<file path="src/avl_tg_macros.svh">
/*
  Sizes and LFSR constants for the traffic generator
  Data width is at most 32 bits, as it is taken from one 32-bit LFSR
  Seeds must be nonzero or the LFSRs lock up at zero
*/
`ifndef AVL_TG_MACROS_SVH
`define AVL_TG_MACROS_SVH

// Avalon port widths
`define AVL_TG_ADDR_W        16
`define AVL_TG_BURST_W       4
`define AVL_TG_DATA_W        32
`define AVL_TG_BE_W          (`AVL_TG_DATA_W / 8)

// Entries per command FIFO
`define AVL_TG_FIFO_DEPTH    4

// Loop pattern, largest burst is 8 beats
`define AVL_TG_NUM_LOOPS     6
`define AVL_TG_ADDR_STRIDE   16

// Galois LFSR, shift right and xor the mask when bit 0 falls out
`define AVL_TG_DATA_SEED     32'h5EED_1234
`define AVL_TG_BE_SEED       32'h0C3A_96E5
`define AVL_TG_LFSR_POLY     32'h8020_0003

`endif
</file>
<file path="src/avl_tg_pkg.sv">
/*
  Types shared by the sequencer, the translator and the testbench
  Field widths come from the macros header
*/
`default_nettype none

`include "avl_tg_macros.svh"

package avl_tg_pkg;

   // Command from the sequencer
   typedef enum logic [1:0]
   {
      CMD_NONE,
      CMD_WRITE,
      CMD_INV_WRITE,
      CMD_READ
   } tg_cmd_e;

   // Translator write burst state
   typedef enum logic [1:0]
   {
      WR_IDLE,
      WR_BURST,
      WR_INV_BURST
   } wr_state_e;

   // One beat on the Avalon write port
   typedef struct packed
   {
      logic [`AVL_TG_ADDR_W-1:0]  addr;
      logic [`AVL_TG_BURST_W-1:0] size;
      logic [`AVL_TG_DATA_W-1:0]  wdata;
      logic [`AVL_TG_BE_W-1:0]    be;
   } avl_wr_cmd_t;

   // One command on the Avalon read port
   typedef struct packed
   {
      logic [`AVL_TG_ADDR_W-1:0]  addr;
      logic [`AVL_TG_BURST_W-1:0] size;
   } avl_rd_cmd_t;

   // Sequencer request, burst counts beats
   typedef struct packed
   {
      tg_cmd_e                    op;
      logic [`AVL_TG_ADDR_W-1:0]  addr;
      logic [`AVL_TG_BURST_W-1:0] burst;
   } tg_req_t;

endpackage

`default_nettype wire

</file>
<file path="src/avl_tg_top.sv">
/*
  Traffic generator top, one start pulse runs all loops
  Avalon ports follow the request/ready level rule
*/
`default_nettype none
`timescale 1ns/10ps

`include "avl_tg_macros.svh"

module avl_tg_top (
   input  logic                    clk,
   input  logic                    reset_n,
   input  logic                    start,
   input  logic                    avl_ready_w,
   input  logic                    avl_ready_r,
   output logic                    avl_write_req,
   output avl_tg_pkg::avl_wr_cmd_t avl_wr,
   output logic                    avl_read_req,
   output avl_tg_pkg::avl_rd_cmd_t avl_rd,
   output logic                    done
);

   // Sequencer and translator handshake
   avl_tg_pkg::tg_req_t       wr_cmd;
   avl_tg_pkg::tg_req_t       rd_cmd;
   logic                      ready_w;
   logic                      ready_r;
   logic                      write_done;

   // Data generator
   logic                      wdata_gen_enable;
   logic                      inv_be_gen_enable;
   logic [`AVL_TG_DATA_W-1:0] wdata;
   logic [`AVL_TG_BE_W-1:0]   be;
   logic [`AVL_TG_BE_W-1:0]   inv_be;

   avl_tg_sequencer i_sequencer (
      .clk        (clk),
      .reset_n    (reset_n),
      .start      (start),
      .ready_w    (ready_w),
      .ready_r    (ready_r),
      .wr_cmd     (wr_cmd),
      .rd_cmd     (rd_cmd),
      .write_done (write_done),
      .done       (done)
   );

   avl_tg_wdata_gen i_wdata_gen (
      .clk               (clk),
      .reset_n           (reset_n),
      .wdata_gen_enable  (wdata_gen_enable),
      .inv_be_gen_enable (inv_be_gen_enable),
      .wdata             (wdata),
      .be                (be),
      .inv_be            (inv_be)
   );

   avl_tg_srw_if i_srw_if (
      .clk               (clk),
      .reset_n           (reset_n),
      .wr_cmd            (wr_cmd),
      .rd_cmd            (rd_cmd),
      .wdata             (wdata),
      .be                (be),
      .inv_be            (inv_be),
      .avl_ready_w       (avl_ready_w),
      .avl_ready_r       (avl_ready_r),
      .ready_w           (ready_w),
      .ready_r           (ready_r),
      .wdata_gen_enable  (wdata_gen_enable),
      .inv_be_gen_enable (inv_be_gen_enable),
      .avl_write_req     (avl_write_req),
      .avl_wr            (avl_wr),
      .avl_read_req      (avl_read_req),
      .avl_rd            (avl_rd),
      .write_done        (write_done)
   );

endmodule

`default_nettype wire

</file>
<file path="src/avl_tg_srw_if.sv">
/*
  Sequencer commands to separate Avalon-MM write and read ports
  Write bursts become one FIFO entry per beat, read commands one entry each
  Avalon outputs are held while the slave stalls a pending request
*/
`default_nettype none
`timescale 1ns/10ps

`include "avl_tg_macros.svh"

module avl_tg_srw_if (
   input  logic                        clk,
   input  logic                        reset_n,
   input  avl_tg_pkg::tg_req_t         wr_cmd,
   input  avl_tg_pkg::tg_req_t         rd_cmd,
   input  logic [`AVL_TG_DATA_W-1:0]   wdata,
   input  logic [`AVL_TG_BE_W-1:0]     be,
   input  logic [`AVL_TG_BE_W-1:0]     inv_be,
   input  logic                        avl_ready_w,
   input  logic                        avl_ready_r,
   output logic                        ready_w,
   output logic                        ready_r,
   output logic                        wdata_gen_enable,
   output logic                        inv_be_gen_enable,
   output logic                        avl_write_req,
   output avl_tg_pkg::avl_wr_cmd_t     avl_wr,
   output logic                        avl_read_req,
   output avl_tg_pkg::avl_rd_cmd_t     avl_rd,
   output logic                        write_done
);

   // Write FIFO entry, one per beat
   typedef struct packed
   {
      logic                       inv;
      logic [`AVL_TG_ADDR_W-1:0]  addr;
      logic [`AVL_TG_BURST_W-1:0] size;
   } wr_entry_t;

   avl_tg_pkg::tg_req_t       wr_req_r;
   avl_tg_pkg::tg_req_t       rd_req_r;
   avl_tg_pkg::wr_state_e     wr_state;
   logic [`AVL_TG_BURST_W-1:0] beat_cnt;
   logic [`AVL_TG_ADDR_W-1:0]  last_addr;
   logic [`AVL_TG_BURST_W-1:0] last_size;
   logic                       wr_pending;
   logic                       rd_pending;

   logic                       wr_push;
   logic                       wr_pop;
   logic                       wr_full;
   logic                       wr_empty;
   wr_entry_t                  wr_din;
   wr_entry_t                  wr_dout;

   logic                       rd_push;
   logic                       rd_pop;
   logic                       rd_full;
   logic                       rd_empty;
   avl_tg_pkg::avl_rd_cmd_t    rd_din;
   avl_tg_pkg::avl_rd_cmd_t    rd_dout;

   // Port free when idle or the current request transfers
   logic                       can_issue_w;
   logic                       can_issue_r;

   assign can_issue_w = avl_ready_w | ~avl_write_req;
   assign can_issue_r = avl_ready_r | ~avl_read_req;
   assign wr_pending  = (wr_req_r.op == avl_tg_pkg::CMD_WRITE) ||
                        (wr_req_r.op == avl_tg_pkg::CMD_INV_WRITE);
   assign rd_pending  = (rd_req_r.op == avl_tg_pkg::CMD_READ);

   // Command registers, loaded whenever ready is high
   always_ff @(posedge clk)
   begin
      if (!reset_n)
      begin
         wr_req_r <= '0;
         rd_req_r <= '0;
      end
      else
      begin
         if (ready_w)
            wr_req_r <= wr_cmd;
         if (ready_r)
            rd_req_r <= rd_cmd;
      end
   end

   //////////////////////////////////////////////////////////////////////
   // Write burst expansion
   //////////////////////////////////////////////////////////////////////

   // First beat starts the burst, the counter holds beats still to push
   always_ff @(posedge clk)
   begin
      if (!reset_n)
      begin
         wr_state <= avl_tg_pkg::WR_IDLE;
         beat_cnt <= '0;
      end
      else if (!wr_full)
      begin
         case (wr_state)
            avl_tg_pkg::WR_IDLE:
               if (wr_pending)
               begin
                  beat_cnt <= wr_req_r.burst - 1'b1;
                  if (wr_req_r.burst > 1)
                     wr_state <= (wr_req_r.op == avl_tg_pkg::CMD_WRITE) ?
                                 avl_tg_pkg::WR_BURST : avl_tg_pkg::WR_INV_BURST;
               end
            avl_tg_pkg::WR_BURST, avl_tg_pkg::WR_INV_BURST:
            begin
               beat_cnt <= beat_cnt - 1'b1;
               if (beat_cnt == 1)
                  wr_state <= avl_tg_pkg::WR_IDLE;
            end
            default:
               wr_state <= avl_tg_pkg::WR_IDLE;
         endcase
      end
   end

   // Address and size of the burst in flight
   always_ff @(posedge clk)
   begin
      if (!wr_full && wr_state == avl_tg_pkg::WR_IDLE && wr_pending)
      begin
         last_addr <= wr_req_r.addr;
         last_size <= wr_req_r.burst;
      end
   end

   // FIFO input and sequencer ready
   always_comb
   begin
      ready_w     = 1'b0;
      wr_push     = 1'b0;
      wr_din.inv  = 1'b0;
      wr_din.addr = last_addr;
      wr_din.size = last_size;
      if (!wr_full)
      begin
         case (wr_state)
            avl_tg_pkg::WR_IDLE:
            begin
               ready_w = 1'b1;
               if (wr_pending)
               begin
                  wr_push     = 1'b1;
                  wr_din.inv  = (wr_req_r.op == avl_tg_pkg::CMD_INV_WRITE);
                  wr_din.addr = wr_req_r.addr;
                  wr_din.size = wr_req_r.burst;
               end
            end
            // No new command while the burst is pushed
            avl_tg_pkg::WR_BURST, avl_tg_pkg::WR_INV_BURST:
            begin
               wr_push    = 1'b1;
               wr_din.inv = (wr_state == avl_tg_pkg::WR_INV_BURST);
            end
            default:
               ready_w = 1'b0;
         endcase
      end
      else
         ready_w = ~wr_pending;
   end

   avl_tg_fifo #(
      .WIDTH   ($bits(wr_entry_t))
   ) wr_fifo (
      .clk     (clk),
      .reset_n (reset_n),
      .push    (wr_push),
      .pop     (wr_pop),
      .din     (wr_din),
      .dout    (wr_dout),
      .full    (wr_full),
      .empty   (wr_empty)
   );

   //////////////////////////////////////////////////////////////////////
   // Avalon write port
   //////////////////////////////////////////////////////////////////////
   assign wr_pop            = can_issue_w & ~wr_empty;
   assign wdata_gen_enable  = wr_pop & ~wr_dout.inv;
   assign inv_be_gen_enable = wr_pop & wr_dout.inv;

   always_ff @(posedge clk)
   begin
      if (!reset_n)
         avl_write_req <= 1'b0;
      else if (can_issue_w)
         avl_write_req <= ~wr_empty;
   end

   // Inverted beats write zeros under the complemented enables
   always_ff @(posedge clk)
   begin
      if (wr_pop)
      begin
         avl_wr.addr  <= wr_dout.addr;
         avl_wr.size  <= wr_dout.size;
         avl_wr.wdata <= wr_dout.inv ? '0 : wdata;
         avl_wr.be    <= wr_dout.inv ? inv_be : be;
      end
   end

   //////////////////////////////////////////////////////////////////////
   // Read path
   //////////////////////////////////////////////////////////////////////
   assign ready_r     = ~rd_full | ~rd_pending;
   assign rd_push     = ~rd_full & rd_pending;
   assign rd_din.addr = rd_req_r.addr;
   assign rd_din.size = rd_req_r.burst;

   avl_tg_fifo #(
      .WIDTH   ($bits(avl_tg_pkg::avl_rd_cmd_t))
   ) rd_fifo (
      .clk     (clk),
      .reset_n (reset_n),
      .push    (rd_push),
      .pop     (rd_pop),
      .din     (rd_din),
      .dout    (rd_dout),
      .full    (rd_full),
      .empty   (rd_empty)
   );

   assign rd_pop = can_issue_r & ~rd_empty;

   always_ff @(posedge clk)
   begin
      if (!reset_n)
         avl_read_req <= 1'b0;
      else if (can_issue_r)
         avl_read_req <= ~rd_empty;
   end

   always_ff @(posedge clk)
   begin
      if (rd_pop)
         avl_rd <= rd_dout;
   end

   // Read transferred on Avalon
   assign write_done = avl_read_req & avl_ready_r;

endmodule

`default_nettype wire

</file>
<file path="src/avl_tg_sequencer.sv">
/*
  Loop FSM, each loop sends write, inverted write and read to one region
  A command is held until its ready is seen high at a clock edge
  One run per reset, done stays high until the next reset
*/
`default_nettype none
`timescale 1ns/10ps

`include "avl_tg_macros.svh"

module avl_tg_sequencer (
   input  logic                clk,
   input  logic                reset_n,
   input  logic                start,
   input  logic                ready_w,
   input  logic                ready_r,
   output avl_tg_pkg::tg_req_t wr_cmd,
   output avl_tg_pkg::tg_req_t rd_cmd,
   input  logic                write_done,
   output logic                done
);

   localparam int LOOP_W = $clog2(`AVL_TG_NUM_LOOPS + 1);

   typedef enum logic [2:0]
   {
      SEQ_IDLE,
      SEQ_WRITE,
      SEQ_INV,
      SEQ_READ,
      SEQ_WAIT,
      SEQ_DONE
   } seq_state_e;

   seq_state_e        state;
   logic [LOOP_W-1:0] i;
   logic [LOOP_W-1:0] rd_seen;
   logic              last_loop;

   // Region of loop idx, burst cycles through 1 to 8 beats
   function automatic avl_tg_pkg::tg_req_t make_req(input avl_tg_pkg::tg_cmd_e op,
                                                    input logic [LOOP_W-1:0] idx);
      avl_tg_pkg::tg_req_t req;
      req.op    = op;
      req.addr  = `AVL_TG_ADDR_W'(idx * `AVL_TG_ADDR_STRIDE);
      req.burst = `AVL_TG_BURST_W'(idx % 8) + 1'b1;
      return req;
   endfunction

   assign last_loop = (i == LOOP_W'(`AVL_TG_NUM_LOOPS - 1));

   //////////////////////////////////////////////////////////////////////
   // Loop FSM
   //////////////////////////////////////////////////////////////////////
   always_ff @(posedge clk)
   begin
      if (!reset_n)
      begin
         state   <= SEQ_IDLE;
         i       <= '0;
         rd_seen <= '0;
         wr_cmd  <= '0;
         rd_cmd  <= '0;
         done    <= 1'b0;
      end
      else
      begin
         // Reads that left on Avalon
         if (write_done)
            rd_seen <= rd_seen + 1'b1;

         case (state)
            SEQ_IDLE:
               if (start)
               begin
                  i      <= '0;
                  wr_cmd <= make_req(avl_tg_pkg::CMD_WRITE, '0);
                  state  <= SEQ_WRITE;
               end

            // Random write taken, offer the inverted one
            SEQ_WRITE:
               if (ready_w)
               begin
                  wr_cmd <= make_req(avl_tg_pkg::CMD_INV_WRITE, i);
                  state  <= SEQ_INV;
               end

            SEQ_INV:
               if (ready_w)
               begin
                  wr_cmd.op <= avl_tg_pkg::CMD_NONE;
                  rd_cmd    <= make_req(avl_tg_pkg::CMD_READ, i);
                  state     <= SEQ_READ;
               end

            // Read taken, next loop or drain
            SEQ_READ:
               if (ready_r)
               begin
                  rd_cmd.op <= avl_tg_pkg::CMD_NONE;
                  if (last_loop)
                     state <= SEQ_WAIT;
                  else
                  begin
                     i      <= i + 1'b1;
                     wr_cmd <= make_req(avl_tg_pkg::CMD_WRITE, i + 1'b1);
                     state  <= SEQ_WRITE;
                  end
               end

            // All reads must reach Avalon before done
            SEQ_WAIT:
               if (rd_seen == LOOP_W'(`AVL_TG_NUM_LOOPS))
               begin
                  done  <= 1'b1;
                  state <= SEQ_DONE;
               end

            SEQ_DONE:
               state <= SEQ_DONE;

            default:
               state <= SEQ_IDLE;
         endcase
      end
   end

endmodule

`default_nettype wire

</file>
<file path="src/avl_tg_wdata_gen.sv">
/*
  Pseudo-random write data and byte enables from three Galois LFSRs
  Byte enable width must be at least 2
  Outputs move only on the edge after their enable
*/
`default_nettype none
`timescale 1ns/10ps

`include "avl_tg_macros.svh"

module avl_tg_wdata_gen (
   input  logic                      clk,
   input  logic                      reset_n,
   input  logic                      wdata_gen_enable,
   input  logic                      inv_be_gen_enable,
   output logic [`AVL_TG_DATA_W-1:0] wdata,
   output logic [`AVL_TG_BE_W-1:0]   be,
   output logic [`AVL_TG_BE_W-1:0]   inv_be
);

   logic [31:0] data_lfsr;
   logic [31:0] be_lfsr;
   logic [31:0] inv_lfsr;

   // One Galois step to the right
   function automatic logic [31:0] lfsr_next(input logic [31:0] s);
      logic [31:0] shifted;
      shifted = s >> 1;
      return s[0] ? (shifted ^ `AVL_TG_LFSR_POLY) : shifted;
   endfunction

   always_ff @(posedge clk)
   begin
      if (!reset_n)
      begin
         data_lfsr <= `AVL_TG_DATA_SEED;
         be_lfsr   <= `AVL_TG_BE_SEED;
         inv_lfsr  <= `AVL_TG_BE_SEED;
      end
      else
      begin
         // Normal write beats move data and be together
         if (wdata_gen_enable)
         begin
            data_lfsr <= lfsr_next(data_lfsr);
            be_lfsr   <= lfsr_next(be_lfsr);
         end
         // Same seed, so the inverted burst replays the be sequence
         if (inv_be_gen_enable)
            inv_lfsr <= lfsr_next(inv_lfsr);
      end
   end

   assign wdata = data_lfsr[`AVL_TG_DATA_W-1:0];

   // Byte 0 always written, so no beat is empty
   assign be = {be_lfsr[`AVL_TG_BE_W-1:1], 1'b1};

   // Byte 0 never rewritten with zeros
   assign inv_be = {~inv_lfsr[`AVL_TG_BE_W-1:1], 1'b0};

endmodule

`default_nettype wire

</file>
<file path="src/avl_tg_fifo.sv">
/*
  Show-ahead register FIFO, dout is the oldest entry while not empty
  Push when full and pop when empty are ignored
  Depth is AVL_TG_FIFO_DEPTH for every instance
*/
`default_nettype none
`timescale 1ns/10ps

`include "avl_tg_macros.svh"

module avl_tg_fifo #(
   parameter int WIDTH = 8
) (
   input  logic             clk,
   input  logic             reset_n,
   input  logic             push,
   input  logic             pop,
   input  logic [WIDTH-1:0] din,
   output logic [WIDTH-1:0] dout,
   output logic             full,
   output logic             empty
);

   localparam int DEPTH = `AVL_TG_FIFO_DEPTH;
   localparam int PTR_W = (DEPTH > 1) ? $clog2(DEPTH) : 1;
   localparam int CNT_W = $clog2(DEPTH + 1);

   logic [WIDTH-1:0] mem [DEPTH];
   logic [PTR_W-1:0] wr_ptr;
   logic [PTR_W-1:0] rd_ptr;
   logic [CNT_W-1:0] count;
   logic             do_push;
   logic             do_pop;

   assign do_push = push & ~full;
   assign do_pop  = pop & ~empty;
   assign full    = (count == CNT_W'(DEPTH));
   assign empty   = (count == '0);

   // Head of queue, no read latency
   assign dout = mem[rd_ptr];

   // Storage
   always_ff @(posedge clk)
   begin
      if (do_push)
         mem[wr_ptr] <= din;
   end

   // Pointers wrap at DEPTH, which need not be a power of two
   always_ff @(posedge clk)
   begin
      if (!reset_n)
      begin
         wr_ptr <= '0;
         rd_ptr <= '0;
         count  <= '0;
      end
      else
      begin
         if (do_push)
            wr_ptr <= (wr_ptr == PTR_W'(DEPTH - 1)) ? '0 : wr_ptr + 1'b1;
         if (do_pop)
            rd_ptr <= (rd_ptr == PTR_W'(DEPTH - 1)) ? '0 : rd_ptr + 1'b1;
         case ({do_push, do_pop})
            2'b10:   count <= count + 1'b1;
            2'b01:   count <= count - 1'b1;
            default: count <= count;
         endcase
      end
   end

endmodule

`default_nettype wire

</file>
<file path="config.mk">
export PLATFORM = sky130hd
export DESIGN_NAME = avl_tg_top
export DESIGN_NICKNAME = d
export VERILOG_FILES = /design/src/avl_tg_pkg.sv /design/src/avl_tg_top.sv /design/src/avl_tg_srw_if.sv /design/src/avl_tg_sequencer.sv /design/src/avl_tg_wdata_gen.sv /design/src/avl_tg_fifo.sv
export VERILOG_INCLUDE_DIRS = /design/src
export SDC_FILE = /design/constraint.sdc
export NUM_CORES = 1
export LEC_CHECK = 0
export ABC_CLOCK_PERIOD_IN_PS = 2900
export BUFFER_PORTS_ARGS = -buffer_cell sky130_fd_sc_hd__buf_4
export CORE_MARGIN = 2
export CORE_UTILIZATION = 50
export CTS_CLUSTER_DIAMETER = 120
export DETAILED_ROUTE_END_ITERATION = 12
export PLACE_DENSITY = 0.76
export SYNTH_ARGS = -nofsm -noshare
export SYNTH_HDL_FRONTEND = slang
export SYNTH_SLANG_ARGS = --single-unit
</file>
<file path="constraint.sdc">
create_clock -name clk -period 2.9 [get_ports clk]
set_input_delay 0.435 -clock clk [delete_from_list [all_inputs] [get_ports clk]]
set_output_delay 0.435 -clock clk [all_outputs]
set_load 0.1 [all_outputs]
</file>
Yosys cells after proc, flatten, opt, wreduce, memory -nomap -nowiden
Memory sizes are Yosys's and may differ from the RTL's. A register that Yosys moved wholly into a read port is not among the register bits.
Cells that the tools add are included.
Widths: inputs -> output; s select.
{"block": "word_totals", "elab_cells": 189, "out_inout_bits": 79, "n_memories": 2, "latch_bits": 0, "regBits": 282, "romBits": 0, "input_bits": 5, "ramBits": 112}
{"block": "classes", "eq_ne": 32, "multipliers": 0, "div_mod_pow": 0, "bitwise_logic": 26, "n_lt_le_gt_ge": 1, "addsub": 14, "muxes": 53, "reduce_logical": 25, "n_shift": 0}
{"memory": "i_srw_if.wr_fifo.mem", "words": 4, "word_bits": 21, "read_ports": 1, "rd_clocked_by_memory_dff": 1, "wr": 1, "line_no": "avl_tg_fifo.sv:28", "rtl": "logic [WIDTH-1:0] mem [DEPTH];"}
{"memory": "i_srw_if.rd_fifo.mem", "words": 4, "word_bits": 7, "read_ports": 1, "rd_clocked_by_memory_dff": 1, "wr": 1, "line_no": "avl_tg_fifo.sv:28"}
{"cell": "$mux 22", "count": 5}
{"cell": "$mux 32", "count": 3}
{"cell": "$pmux 20 s3", "count": 1}
{"cell": "$mux 21", "count": 2}
{"cell": "$mux 3", "count": 9}
{"cell": "$mux 2", "count": 12}
{"cell": "$mux 20", "count": 1}
{"cell": "$eq 2x2->1 const B", "count": 9}
{"cell": "$eq 3x3->1 const B", "count": 6}
{"cell": "$pmux 3 s2", "count": 3}
{"cell": "$pmux 3 s6", "count": 1}
{"cell": "$ne 2x1->1 const B", "count": 7}
{"cell": "$add 3x1->3 const B", "count": 4}
{"cell": "$not 3->4", "count": 3}
{"cell": "$and 1x1->1", "count": 10}
{"cell": "$reduce_and 5->1", "count": 2}
{"cell": "$reduce_bool 2->1", "count": 5}
{"cell": "$logic_not 3->1", "count": 3}
{"cell": "$not 1->1", "count": 9}
{"cell": "$add 2x1->2 const B", "count": 4}
{"cell": "$add 3x1->4 const B", "count": 2}
{"cell": "$eq 2x1->1 const B", "count": 4}
{"cell": "$mux 1", "count": 8}
{"cell": "$mux 4", "count": 2}
{"cell": "other kinds (24)", "count": 36}

Logic depth before layout (Yosys ltp)
{"block": "logic_depth", "depth_word": 8, "ltp_mapped": 11, "ltp_nobuf": 10}

By module
From an unflattened synthesis, not the netlist that was laid out.
{"block": "unflattened", "cells_unflattened": 1267, "hier_area_um2": 17723.2}
{"module": "avl_tg_srw_if", "seq_area_each_um2": 3923.8, "cells_per_inst": 431, "n_inst": 1, "area_each_um2": 5662.9}
{"module": "avl_tg_fifo at i_srw_if.wr_fifo", "seq_area_each_um2": 2702.6, "cells_per_inst": 165, "n_inst": 1, "area_each_um2": 3538.4}
{"module": "avl_tg_wdata_gen", "seq_area_each_um2": 1921.8, "cells_per_inst": 332, "n_inst": 1, "area_each_um2": 3515.9}
{"module": "avl_tg_fifo at i_srw_if.rd_fifo", "seq_area_each_um2": 2582.5, "cells_per_inst": 160, "n_inst": 1, "area_each_um2": 3438.3}
{"module": "avl_tg_sequencer", "seq_area_each_um2": 540.5, "cells_per_inst": 179, "n_inst": 1, "area_each_um2": 1567.8}

Worst setup path before layout
Ideal clock, no wire load.
{"block": "synth_timing", "kind": "flip-flop to flip-flop", "from": "register i_srw_if.avl_write_req", "to": "register i_srw_if.avl_wr[0] (netlist name)", "arrival_ns": 2.936, "synth_period_minus_slack_ns": 3.379, "n_path_buf": 1, "path_slack_ns": -0.479, "t_required_ns": 2.456, "setup_ns": 0.444, "path_stages_with_launch": 4, "path_cell_list": "dfxtp_1 nor2b_1 clkbuf_1 nor2_1"}
{"block": "synth_between", "elab_chain_cells": 3}
{"item": "start, declared", "line_no": "avl_tg_srw_if.sv:25", "rtl": "output logic avl_write_req,"}
{"item": "start signal, assigned", "line_no": "avl_tg_srw_if.sv:196", "rtl": "avl_write_req <= ~wr_empty;"}
{"item": "$not 1->1", "line_no": "avl_tg_srw_if.sv:67", "rtl": "assign can_issue_w = avl_ready_w | ~avl_write_req;"}
{"item": "$or 1x1->1", "line_no": "avl_tg_srw_if.sv:67"}
{"item": "$and 1x1->1", "line_no": "avl_tg_srw_if.sv:187", "rtl": "assign wr_pop = can_issue_w & ~wr_empty;"}
{"item": "via i_srw_if.wr_fifo.pop", "line_no": "avl_tg_fifo.sv:17", "rtl": "input logic pop,"}
The timed path passes the listed nets, and every way through them passes these cells.
A chain may end at the register's enable or synchronous reset.

Final worst setup path
{"block": "layout_timing", "from": "register i_srw_if.wr_state[1]", "to": "register i_srw_if.wr_fifo.count[2]"}
{"block": "layout_between", "elab_chain_cells": 7, "word_cells_on_any_way": 11, "cone_classes": "4 x eq/ne; 3 x mux; 1 x bitwise; 3 x reduce/logical"}
{"item": "start, declared", "line_no": "avl_tg_srw_if.sv:42", "rtl": "avl_tg_pkg::wr_state_e wr_state;"}
{"item": "start signal, assigned", "line_no": "avl_tg_srw_if.sv:99", "rtl": "wr_state <= avl_tg_pkg::WR_IDLE;"}
{"item": "start signal, assigned", "line_no": "avl_tg_srw_if.sv:110", "rtl": "wr_state <= (wr_req_r.op == avl_tg_pkg::CMD_WRITE) ?"}
{"item": "start signal, assigned", "line_no": "avl_tg_srw_if.sv:117", "rtl": "wr_state <= avl_tg_pkg::WR_IDLE;"}
{"item": "$eq 2x1->1 / $eq 2x2->1 (equally long branches)", "line_no": "avl_tg_srw_if.sv:145", "rtl": "case (wr_state)"}
{"item": "$reduce_or 2->1", "line_no": "avl_tg_srw_if.sv:145"}
{"item": "$pmux 1 s2 *", "line_no": "avl_tg_srw_if.sv:145"}
{"item": "$mux 1 *", "line_no": "avl_tg_srw_if.sv:143", "rtl": "if (!wr_full)"}
{"item": "$and 1x1->1 *", "line_no": "avl_tg_fifo.sv:35", "rtl": "assign do_push = push & ~full;"}
{"item": "$eq 2x1->1 / $eq 2x2->1 (equally long branches)", "line_no": "avl_tg_fifo.sv:65", "rtl": "case ({do_push, do_pop})"}
{"item": "$pmux 3 s2 / $reduce_bool 2->1 (equally long branches)"}
{"item": "end signal, assigned", "line_no": "avl_tg_fifo.sv:66", "rtl": "2'b10: count <= count + 1'b1;"}
{"item": "end signal, assigned", "line_no": "avl_tg_fifo.sv:67", "rtl": "2'b01: count <= count - 1'b1;"}
{"item": "end signal, assigned", "line_no": "avl_tg_fifo.sv:68", "rtl": "default: count <= count;"}
{"item": "end, declared", "line_no": "avl_tg_fifo.sv:31", "rtl": "logic [CNT_W-1:0] count;"}
Every way passes the cells marked *; elsewhere a longest branch is shown, timed or not.

==> results.toml <==
[layout]
drive_above_1_share_pct = 13.8
register_area_mm2 = 0.00680
num_antenna_cells = 0
nFillCells = 1827
num-nets-final = 1124
syn_to_final_growth_pct = 13.9
multi_input_area_mm2 = 0.00401

[clocking]
clk_latency_ns = 0.52
clk_pin_slew_worst_paths_ns = 0.06
cts_hold_buf = 0
cts_num_sinks = 281
numCtsBuffers = 28
cts_resized = 0
htree_levels = 1
post-cts-setup-buffers = 0
cts_tree = "built"
clock_path_buffers = 3
cts-root-buf = "clkbuf_16"

[critical_path]
cp-start-kind = "flop"
path_class = "flop to flop"
cp-startpoint = "i_srw_if.wr_state[1]$_SDFFE_PN0P_"
end_kind = "flop"
cp_max_fo = 8
reg2reg_from = "i_srw_if.wr_state[1]$_SDFFE_PN0P_"
crit_required_ns = 3.36
arrival_ns = 3.11

[hold_path]
min-delay-start = "avl_ready_r"
hold_class = "input pin to flop"

[drt]
dr_total_vias = 7315
routed_via_density = 5.23
drcViolationCount = 0
antenna_left = 0
drt-pass1-iter-count = 5
wl_um = 19500
dr.first_iter.drc_count = 449
wire_per_inst_um = 13.9

[timing]
fin_crit_sh_pct = 91.3
slew_viol_final = 0
final_hold_viol_count = 0
rsz0062_at_grt = "false"
setup-violations-final = 0
final.setup.tns_ns = 0
slew_headroom_pct = 30.6
clock.fmax_mhz = 377
finalClockSkew_ns = 0.00537
fin_crit_ns = 2.65
max_slew.worst_pin.slew_ns = 1.04

[floorplanning]
dieHeight_um = 154
die_w_um = 154
dieArea_mm2 = 0.0238
io_pins = 84
start_util_pct = 50.4
std_cell_rows = 55
core_mm2 = 0.0224

[synth]
synth-seq-cells = 281
ys_warn_count = 0
synth_ff_type = "dfxtp_1"
synth-async-reset-ratio_pct = 0
synth_top_area_share_pct = 31.1
synthCells = 1048
syn_avg_cell_area_um2 = 10.8
netlist_area_mm2 = 0.0113
synth_edf_count = 117
yosysMostFrequentCell = "nand2_1"
ys_top_cells_by_count = "nand2_1 (231), dfxtp_1 (164), edfxtp_1 (117)"
synth-seq-area-share_pct = 60.1
yosys-top-cells-area = "edfxtp_1 (31%), dfxtp_1 (29%), nand2_1 (7.7%), a21oi_1 (4.1%), ha_1 (2.8%)"
yosys.area.top_type = "edfxtp_1"
synth_cell_types = 64

[grt]
grt_pass1_vias = 6898
grt_max_degree = 66
track_usage_pct = 16.2
grt_overflow = 0
antenna_found_initial = 0
grt_first_pass_wirelength_um = 32700

[run_status]
status = "finished clean"

[placed_design]
gp_congestion = 0.812
dp_hpwl_um = 12400
port_buffers = 57

[flow_run]
max_cap_violations = 0
-- worst paths after layout --
kind                                       endpoint  slack [ns]  depth (start not counted)
max          i_srw_if.wr_fifo.count[2]$_SDFFE_PN0P_        0.25                         10
min             i_sequencer.rd_seen[1]$_SDFFE_PN0P_        0.15                          2
max reg2reg  i_srw_if.wr_fifo.count[2]$_SDFFE_PN0P_        0.25                         10
min reg2reg    i_wdata_gen.be_lfsr[22]$_SDFFE_PN0P_        0.45                          2
-- cells by family (layout without fill, tap and decap cells) --
| kind of cell | after synthesis | after routing | share of synthesized area, % |
|---|---|---|---|
| AO/OA/AOI/OAI | 150 | 150 | 7.84 |
| flip-flops | 281 | 281 | 60.1 |
| multiplexers | 38 | 38 | 5.31 |
| XOR/XNOR | 19 | 19 | 1.47 |
| buffers and inverters | 116 | 157 | 5.43 |
| adder cells (fa/ha/maj) | 27 | 27 | 3.12 |
| AND/OR/NAND/NOR | 416 | 416 | 16.7 |
| other | 1 | 26 | 0.0331 |
-- layout by cell type (no fill, tap or decap), drive strengths merged, types with 26 or more instances in the layout --
master	netlist	layout
dfxtp	164	164
edfxtp	117	117
nor2b	35	35
nand3	54	54
a21oi	93	93
clkbuf	39	39
conb	1	26
nand2	231	231
buf	51	79
nor2	42	42
-- area by class of cell --
type,instances,share of cell area (%)
sequential,281,52.7
timing repair buffer,79,4.70
tap,285,2.77
inverter,26,0.767
multi-input combinational,676,31.1
clock inverter,13,1.65
clock buffer,39,6.24
-- sequential cells by signal, indices dropped and copies added (netlist names), 4 cells and up, named ones only --
register,cells
i_srw_if.rd_din,7
i_wdata_gen.be_lfsr,32
i_srw_if.wr_fifo.mem,32
i_sequencer.rd_cmd,8
i_sequencer.wr_cmd,9
i_wdata_gen.wdata,32
i_srw_if.rd_fifo.mem,28
i_srw_if.avl_rd,7
i_srw_if.last_size,4
i_srw_if.wr_req_r,9
i_srw_if.avl_wr,43
i_srw_if.beat_cnt,4
i_wdata_gen.inv_lfsr,32
-- critical path, stage by stage (launching register included) --
cell and delay, ns:
dfxtp_1 0.36, inv_1 0.08, ha_1 0.43, inv_1 0.16, a211oi_2 0.23, inv_1 0.07
ha_1 0.22, fa_1 0.44, xnor2_1 0.15, or3_1 0.31, a21oi_1 0.14
-- routing by layer --
layer | vias up | track usage (%) | share of wire, %
li1 | 3658 | - | -
met1 | 3469 | 21.8 | 45
met2 | 153 | 27.5 | 48
met3 | 35 | 2.77 | 4.4
met4 | 0 | 4.19 | 2.0
met5 | - | 0 | 0
-- metrics by stage --
step                worst slack [ns]  cells  area, um^2  util [%]  hold slack (ns)
floorplan                    0.00825   1073       11400         -            0.424
global placement               0.371   1347       11900      52.9            0.437
detailed placement             0.282   1347       11900      52.9            0.444
CTS                            0.263   1399       12900      57.4            0.135
global route                  0.0171   1399       12900      57.4            0.144
finish                         0.251   1399       12900      57.4            0.152
Power is left out: the tool's default activity adds up to more than one toggle a clock period on the data nets, which glitch-free logic cannot reach.
